## config.mk

```make
export PLATFORM = sky130hd
export DESIGN_NAME = reg_board
export DESIGN_NICKNAME = d
export VERILOG_FILES = /design/src/reg_board_pkg.sv /design/src/reg_board.sv /design/src/panel_mux.sv /design/src/major_register.sv /design/src/field_decoder.sv
export SDC_FILE = /design/constraint.sdc
export NUM_CORES = 1
export LEC_CHECK = 0
export BUFFER_PORTS_ARGS = -buffer_cell sky130_fd_sc_hd__buf_2
export CAP_MARGIN = 30
export CELL_PAD_IN_SITES_DETAIL_PLACEMENT = 1
export CELL_PAD_IN_SITES_GLOBAL_PLACEMENT = 1
export CORE_MARGIN = 10
export CORE_UTILIZATION = 45
export CTS_CLUSTER_SIZE = 40
export DETAILED_ROUTE_END_ITERATION = 6
export GPL_ROUTABILITY_DRIVEN = 0
export PLACE_DENSITY = 0.92
export SLEW_MARGIN = 5
export SYNTH_ARGS = -nofsm -noshare
export SYNTH_HDL_FRONTEND = slang
export SYNTH_HIERARCHICAL = 1
export SYNTH_SLANG_ARGS = --single-unit
```

## constraint.sdc

```tcl
create_clock -name clk4 -period 3.6 [get_ports clk4]
set_input_delay 0.36 -clock clk4 [delete_from_list [all_inputs] [get_ports clk4]]
set_output_delay 0.36 -clock clk4 [all_outputs]
set_load 0.03 [all_outputs]
```

## src/reg_board_pkg.sv

```systemverilog
// Shared types and codes for the register board. Every RTL file and the bench import this package
package reg_board_pkg;

   //////////////////////////////
   // Widths
   //////////////////////////////

   localparam int WORD_BITS      = 16;   // Processor word
   localparam int BYTE_BITS      = 8;    // Front panel port width
   localparam int NUM_REGS       = 4;    // PC, DR, AC, SP
   localparam int NUM_FIELD_BITS = 5;    // raddr, waddr and action width
   localparam int PC_OUT_BITS    = 6;    // PC bits given to the backplane

   //////////////////////////////
   // Microcode field codes
   //////////////////////////////

   localparam int FIELD_EN_BIT  = 3;     // Must be 1 for a live field
   localparam int FIELD_DIS_BIT = 4;     // Must be 0 for a live field
   localparam int ADDR_REG_BASE = 8;     // Address of the first register (PC)

   typedef logic [NUM_FIELD_BITS-1:0] field_t;

   // Action codes, 9 is left free
   localparam field_t ACT_INC_PC = 5'd8;
   localparam field_t ACT_INC_DR = 5'd10;
   localparam field_t ACT_DEC_DR = 5'd11;
   localparam field_t ACT_INC_AC = 5'd12;
   localparam field_t ACT_DEC_AC = 5'd13;
   localparam field_t ACT_INC_SP = 5'd14;
   localparam field_t ACT_DEC_SP = 5'd15;

   //////////////////////////////
   // Data and control types
   //////////////////////////////

   typedef logic [WORD_BITS-1:0] word_t;   // Register and bus word

   typedef enum logic [1:0] {
      REG_PC = 2'd0,                       // Program counter
      REG_DR = 2'd1,                       // Data register
      REG_AC = 2'd2,                       // Accumulator
      REG_SP = 2'd3                        // Stack pointer
   } reg_id_t;

   typedef struct packed {
      logic read;                          // Drive the processor bus
      logic write;                         // Load from the processor bus
      logic inc;                           // Add one
      logic dec;                           // Subtract one
   } reg_ctl_t;

   // One control nibble per register, element number is the reg_id_t value
   typedef reg_ctl_t [NUM_REGS-1:0] board_ctl_t;

   typedef struct packed {
      reg_id_t sel_reg;                    // Register shown on the panel
      logic    hi_byte;                    // 1 picks bits 15:8
   } panel_sel_t;

endpackage
```

## src/reg_board.sv

```systemverilog
// Register board top with PC, DR, AC and SP behind the microcode decoders, bus merge and panel port
`timescale 1ns/1ps

module reg_board
   import reg_board_pkg::*;
(
   input  logic                   clk4,         // Write phase clock
   input  logic                   reset,        // Synchronous, active high

   // Microcode fields
   input  field_t                 raddr,        // Bus read address
   input  field_t                 waddr,        // Bus write address
   input  field_t                 action,       // Inc and dec actions

   // Processor bus split in two directions
   input  word_t                  ibus_in,      // Bus value from the other boards
   output word_t                  ibus_out,     // Bus value from this board
   output logic                   ibus_drive,   // This board owns the bus

   // Front panel
   input  panel_sel_t             panel_sel,    // Register and byte half
   output logic [BYTE_BITS-1:0]   fpd,          // Selected byte

   // Unbussed outputs to neighbouring boards
   output word_t                  ac_out,       // Full accumulator
   output logic                   fz,           // Accumulator is zero
   output logic [PC_OUT_BITS-1:0] pc_hi         // PC bits 15:10
);

   //////////////////////////////
   // Local signals
   //////////////////////////////

   board_ctl_t            ctl;         // Decoded control, one per register
   word_t  [NUM_REGS-1:0] values;      // Register contents
   logic   [NUM_REGS-1:0] zero_flags;  // Per register zero flag

   //////////////////////////////
   // Decoders
   //////////////////////////////

   field_decoder i_decoder (
      .raddr  (raddr),
      .waddr  (waddr),
      .action (action),
      .ctl    (ctl)
   );

   //////////////////////////////
   // Major registers
   //////////////////////////////

   // Same block four times, the PC never sees a dec code
   for (genvar i = 0; i < NUM_REGS; i++) begin : g_reg
      major_register i_reg (
         .clk4    (clk4),
         .reset   (reset),
         .ctl     (ctl[i]),
         .ibus_in (ibus_in),
         .value   (values[i]),
         .zero    (zero_flags[i])
      );
   end

   //////////////////////////////
   // Bus merge
   //////////////////////////////

   // Read bits are one-hot so an OR of the gated words is the mux
   always_comb begin
      ibus_out   = '0;                         // Idle bus reads zero
      ibus_drive = 1'b0;
      for (int i = 0; i < NUM_REGS; i++) begin
         if (ctl[i].read) begin
            ibus_out   = ibus_out | values[i];
            ibus_drive = 1'b1;                 // Tri-state enable stand-in
         end
      end
   end

   //////////////////////////////
   // Front panel and side outputs
   //////////////////////////////

   panel_mux i_panel (
      .values    (values),
      .panel_sel (panel_sel),
      .fpd       (fpd)
   );

   assign ac_out = values[REG_AC];                              // Accumulator to the ALU side
   assign fz     = zero_flags[REG_AC];                          // Zero flag of the AC only
   assign pc_hi  = values[REG_PC][WORD_BITS-1 -: PC_OUT_BITS];  // Top of the PC for paging

endmodule

```

## src/panel_mux.sv

```systemverilog
// Front panel byte selector that shows one half of one major register on the shared port
`timescale 1ns/1ps

module panel_mux
   import reg_board_pkg::*;
(
   input  word_t [NUM_REGS-1:0] values,     // All four register values
   input  panel_sel_t           panel_sel,  // Register and byte half
   output logic [BYTE_BITS-1:0] fpd         // Front panel data
);

   word_t sel_word;                         // Chosen register

   //////////////////////////////
   // Register then byte
   //////////////////////////////

   assign sel_word = values[panel_sel.sel_reg];

   always_comb begin
      if (panel_sel.hi_byte) begin
         fpd = sel_word[WORD_BITS-1 -: BYTE_BITS];   // Bits 15:8
      end else begin
         fpd = sel_word[BYTE_BITS-1:0];              // Bits 7:0
      end
   end

endmodule

```

## src/major_register.sv

```systemverilog
// One 16-bit major register of the board with load, increment, decrement and a zero flag
`timescale 1ns/1ps

module major_register
   import reg_board_pkg::*;
(
   input  logic     clk4,      // Write phase clock
   input  logic     reset,     // Synchronous, active high
   input  reg_ctl_t ctl,       // Decoded control for this register
   input  word_t    ibus_in,   // Processor bus towards the board
   output word_t    value,     // Held word
   output logic     zero       // Held word is zero
);

   //////////////////////////////
   // Storage
   //////////////////////////////

   word_t value_q;              // The register itself
   word_t value_d;              // Next value
   logic  upd;                  // Some operation lands this cycle

   // Write beats inc, inc beats dec
   always_comb begin
      value_d = value_q;                  // Hold by default
      if (ctl.write) begin
         value_d = ibus_in;               // Load from the bus
      end else if (ctl.inc) begin
         value_d = value_q + word_t'(1);  // Wraps at 0xFFFF
      end else if (ctl.dec) begin
         value_d = value_q - word_t'(1);  // Wraps at 0x0000
      end
   end

   assign upd = ctl.write | ctl.inc | ctl.dec;

   always_ff @(posedge clk4) begin
      if (reset) begin
         value_q <= '0;                   // Board comes up cleared
      end else if (upd) begin
         value_q <= value_d;              // One cycle latency
      end
   end

   //////////////////////////////
   // Outputs
   //////////////////////////////

   assign value = value_q;                // Old value while a write is pending
   assign zero  = (value_q == '0);        // Straight from the held word

endmodule

```

## src/field_decoder.sv

```systemverilog
// Turns the raddr, waddr and action microcode fields into per-register control bits
`timescale 1ns/1ps

module field_decoder
   import reg_board_pkg::*;
(
   input  field_t     raddr,    // Register that drives the bus
   input  field_t     waddr,    // Register that loads from the bus
   input  field_t     action,   // Inc or dec of one register
   output board_ctl_t ctl       // One control nibble per register
);

   logic r_en;                  // raddr is live
   logic w_en;                  // waddr is live
   logic a_en;                  // action is live

   // Live field means bit 3 high and bit 4 low, like a 138 with G1 and nG2A
   function automatic logic field_live(input field_t f);
      return f[FIELD_EN_BIT] & ~f[FIELD_DIS_BIT];
   endfunction

   assign r_en = field_live(raddr);
   assign w_en = field_live(waddr);
   assign a_en = field_live(action);

   //////////////////////////////
   // Address and action decode
   //////////////////////////////

   always_comb begin
      ctl = '0;                                         // Default is no operation

      // Only 8 to 11 hit a register, 12 to 15 stay idle
      for (int i = 0; i < NUM_REGS; i++) begin
         ctl[i].read  = r_en && (raddr == field_t'(ADDR_REG_BASE + i));   // One-hot by design
         ctl[i].write = w_en && (waddr == field_t'(ADDR_REG_BASE + i));
      end

      if (a_en) begin
         case (action)
            ACT_INC_PC: ctl[REG_PC].inc = 1'b1;         // PC counts up only
            ACT_INC_DR: ctl[REG_DR].inc = 1'b1;
            ACT_DEC_DR: ctl[REG_DR].dec = 1'b1;
            ACT_INC_AC: ctl[REG_AC].inc = 1'b1;
            ACT_DEC_AC: ctl[REG_AC].dec = 1'b1;
            ACT_INC_SP: ctl[REG_SP].inc = 1'b1;
            ACT_DEC_SP: ctl[REG_SP].dec = 1'b1;
            default:    ;                               // Code 9 is free
         endcase
      end
   end

endmodule

```

== Word-level counts from Yosys, hierarchy flattened ==
Cells that the tools add are included.
W data, S select, Z words.

* Multiply operators: 0
* Reduce and logical (&&, ||, !) cells: 17
* Div/mod/pow operators: 0
* Bitwise logic cells: 16
* Muxes and demuxes: 33
* Equality and inequality tests: 15
* Shift operators: 0
* Add/sub/neg operators: 7
* $lt $le $gt $ge: 1

{| class="wikitable"
|+ Operator list
! cell !! count
|-
| $mux W16 || 16
|-
| $eq A5 B4 Y1 const B || 15
|-
| $add A16 B1 Y16 const B || 4
|-
| $or A16 B16 Y16 || 3
|-
| $sub A16 B1 Y16 const B || 3
|-
| $bmux W16 S2 || 1
|-
| $logic_not A16 Y1 || 1
|-
| $mux W1 || 12
|-
| $reduce_bool A3 Y1 || 3
|-
| $logic_and A1 B1 Y1 || 8
|-
| $mux W8 || 1
|-
| $reduce_and A2 Y1 || 4
|-
| $or A1 B1 Y1 || 7
|-
| $mux W2 || 3
|-
| $and A1 B1 Y1 || 3
|-
| $lt A2 B3 Y1 const B || 1
|-
| $not A1 Y1 || 3
|-
| $reduce_bool A2 Y1 || 1
|}

* Memories: 0
* Bits in read-only memories: 0
* Register bits: 64
* Output and inout port bits: 48
* Input port bits: 36
* Latch bits: 0
* Word-level logic and storage cells: 93
* Memory bits (writable): 0

== Depth between registers and ports, before layout ==
* Word-level depth: 10
* Depth in mapped cells: 11
* Gate-level depth less buffers: 10

== Modules after synthesis ==
The synthesis kept the hierarchy.

{| class="wikitable"
|+ Modules (own cells, without submodules)
! module !! cells an instance !! area an instance (sq um) !! seq. area each (sq um) !! times used
|-
| major_register at g_reg[0].i_reg ... || 180 || 1,465.2 || 320.3 || 2
|-
| major_register at g_reg[2].i_reg ... || 188 || 1,442.6 || 320.3 || 2
|-
| panel_mux || 29 || 550.5 || 0.0 || 1
|-
| reg_board || 57 || 357.8 || 0.0 || 1
|-
| field_decoder || 23 || 157.7 || 0.0 || 1
|}

== Least setup slack after synthesis ==
No wires, ideal clock.

* Path type: input to register
* From: input port action[4]
* To: register g_reg[2].i_reg.value_q[14]
* Stages on the path: 11
* Required time: 3.497 ns
* Buffers on the path: 1
* Slack: 0.514 ns
* Arrival time: 2.982 ns
* Setup time: 0.103 ns
* Path through: nand3b_1 nor3_1 inv_1 ha_1 clkbuf_1 a21oi_1 o21ai_0 a221o_1 a41oi_1 xor2_1 a2111oi_2

{| class="wikitable"
|+ RTL lines
! element !! line !! RTL
|-
| from (decl) || reg_board.sv:13 || <nowiki>input field_t action,</nowiki>
|-
| to (signal assigned) || major_register.sv:41 || <nowiki>value_q <= value_d;</nowiki>
|-
| to (decl) || major_register.sv:19 || <nowiki>word_t value_q;</nowiki>
|}

==> impl_metrics.json <==
{
  "dp_hpwl_mm": 20.1,
  "reg2reg_from": "g_reg[2].i_reg/value[0]",
  "clock_sinks": 64,
  "vias": 7286,
  "reg2reg_depth": 8,
  "fin_worst_skew_ns": 0.0107,
  "p_per_area_nw_per_um2": 499,
  "cp-end-kind": "register",
  "grt_pass1_wl_mm": 41.7,
  "cts_root_buf": "clkbuf_16",
  "grt_start_max_net_pins": 35,
  "path_max_fanout": 11,
  "finalHoldViolCount": 0,
  "required_ns": 3.86,
  "relSlewSlack": 0.288,
  "grt_usage": 0.259,
  "cts_tree": "built",
  "whs_path_depth": 3,
  "largest_register_ffs": 64,
  "final.period_utilization": 0.876,
  "drcViolationCount": 0,
  "initialDrtViolationCount": 643,
  "diodes": 0,
  "setup_tns_ns": 0,
  "leakage_nw": 3.38,
  "syn_nets": 926,
  "core_um2": 14600,
  "ir_drop_mv": 0.242,
  "post-place-ws_ns": 0.118,
  "syn_avg_cell_area_um2": 8.17,
  "via_per_inst": 6.77,
  "nFillCells": 1815,
  "synth_warnings": 6,
  "rsz0062_at_grt": "false",
  "setup_viol": 0,
  "min_to": "g_reg[2].i_reg/value[0]",
  "cts_made_buffers": 9,
  "worstPathArrival_ns": 3.42,
  "start_kind": "primary input",
  "io_pins": 84,
  "area_growth_pct": 13.0,
  "die_y_um": 143,
  "grt_pass1_vias": 7347,
  "syn_inst": 830,
  "hp-start": "ibus_in[0]",
  "firstDrtPassIters": 5,
  "wl_per_cell_um": 24.8,
  "insertion_delay_ns": 0.35,
  "period_needed_ns": 3.15,
  "worst_slew_pin_slew_ns": 1.06,
  "maxCapViolCount": 0,
  "wirelength_mm": 26.7,
  "drive_gt1_frac": 0.188,
  "ctsHtreeMaxLevel": 3,
  "start_util": 0.463,
  "clk_pin_slew_ns": 0.06,
  "hold_path.class": "in2reg",
  "ctsHoldBuffers": 0,
  "power_mw": 3.82,
  "r2r_slack_ns": 0.93,
  "post_cts_resized": 0,
  "crit_chain": "buf_2 -> nand3b_1 -> nor3_1 -> inv_1 -> buf_4 -> ha_1 -> a21oi_1 -> o21ai_1 -> a21boi_1 -> xnor2_1 -> nand2_1 -> a221oi_1",
  "nets": 987,
  "clockBufferDepth": 2,
  "antenna_found_initial": 0,
  "max_freq_ghz": 0.317,
  "drv_slew": 0,
  "netlist_area_um2": 6780,
  "worst_slack_ns": 0.445,
  "detail-route-antenna-nets": 0,
  "status": "complete, no violations",
  "crit_path_top_delay_cell": "nor3_1",
  "die_area_um2": 20400,
  "critPathKind": "in2reg",
  "portBuffers": 83,
  "gr-total-overflow": 0,
  "cts_setup_buffers": 0,
  "rows": 44,
  "reg2reg_to": "g_reg[2].i_reg/value[14]",
  "max_stage_delay_ns": 0.40,
  "die_x_um": 143
}
[per-layer routing]
layer	vias to the layer above	wire length, µm	GRT usage
li1	3278	-	-
met1	3575	11300	0.333
met2	365	11900	0.401
met3	68	2640	0.0763
met4	0	890	0.0977
met5	-	0	0
[how the worst max path moves through the flow]
stage / slack, ns / startpoint / depth (start not counted) / endpoint
final: 0.45 / action[4] / 12 / g_reg[2].i_reg/value[7]
after global placement: 0.25 / action[4] / 11 / g_reg[2].i_reg/value[14]
after floorplan: 0.51 / action[4] / 11 / g_reg[2].i_reg/value[14]
after global routing: 0.14 / action[4] / 11 / g_reg[2].i_reg/value[14]
after detailed placement: 0.12 / action[4] / 11 / g_reg[2].i_reg/value[14]
after CTS: 0.48 / action[4] / 11 / g_reg[2].i_reg/value[14]
[where the power goes]
group	total, mW	switching [mW]	internal [mW]
combinational	2.02	1.17	0.851
sequential	0.969	0.166	0.803
clock	0.827	0.337	0.491
[through the flow]
step | std cells | hold slack, ns | util | instance area, µm²
after global routing | 1077 | 0.341 | 0.523 | 7660
after detailed placement | 1064 | 0.561 | 0.505 | 7400
after floorplan | 830 | 0.480 | - | 6780
final | 1077 | 0.347 | 0.523 | 7660
after CTS | 1077 | 0.339 | 0.523 | 7660
after global placement | 1063 | 0.523 | 0.504 | 7380
[placed cells by master (no fill, tap or decap), drive strengths merged, types with 10 or more instances in the layout]
master    n
buf     102
a21oi    92
nor2     70
nand2    67
dfxtp    64
ha       56
xnor2    36
o21ai    36
a22oi    32
inv      30
and3     26
o22ai    22
xor2     18
mux4     16
nor3     14
a21o     12
nand3    12
clkbuf   12
a211oi   12
o211ai   12
or3      10
a311oi   10
a31oi    10
[critical path: cells and delay by family]
kind | cells | cell delay, ns
AOI/OAI and AO/OA | 4 | 1.12
xor gates and xnor gates | 1 | 0.18
adders and majority gates | 1 | 0.34
buffers and inverters | 3 | 0.72
and+or+nand+nor | 3 | 0.69
[final cells by class]
class | count | area, µm² | share of cell area
Inverter | 30 | 113 | 0.0147
Sequential cell | 64 | 1280 | 0.167
Tap cell | 184 | 230 | 0.0301
Clock buffer | 12 | 256 | 0.0335
Clock inverter | 1 | 5.00 | 0.000653
Multi-Input combinational cell | 684 | 5200 | 0.679
Timing Repair Buffer | 102 | 571 | 0.0745
Note: power is estimated with default switching activity, not from simulation.
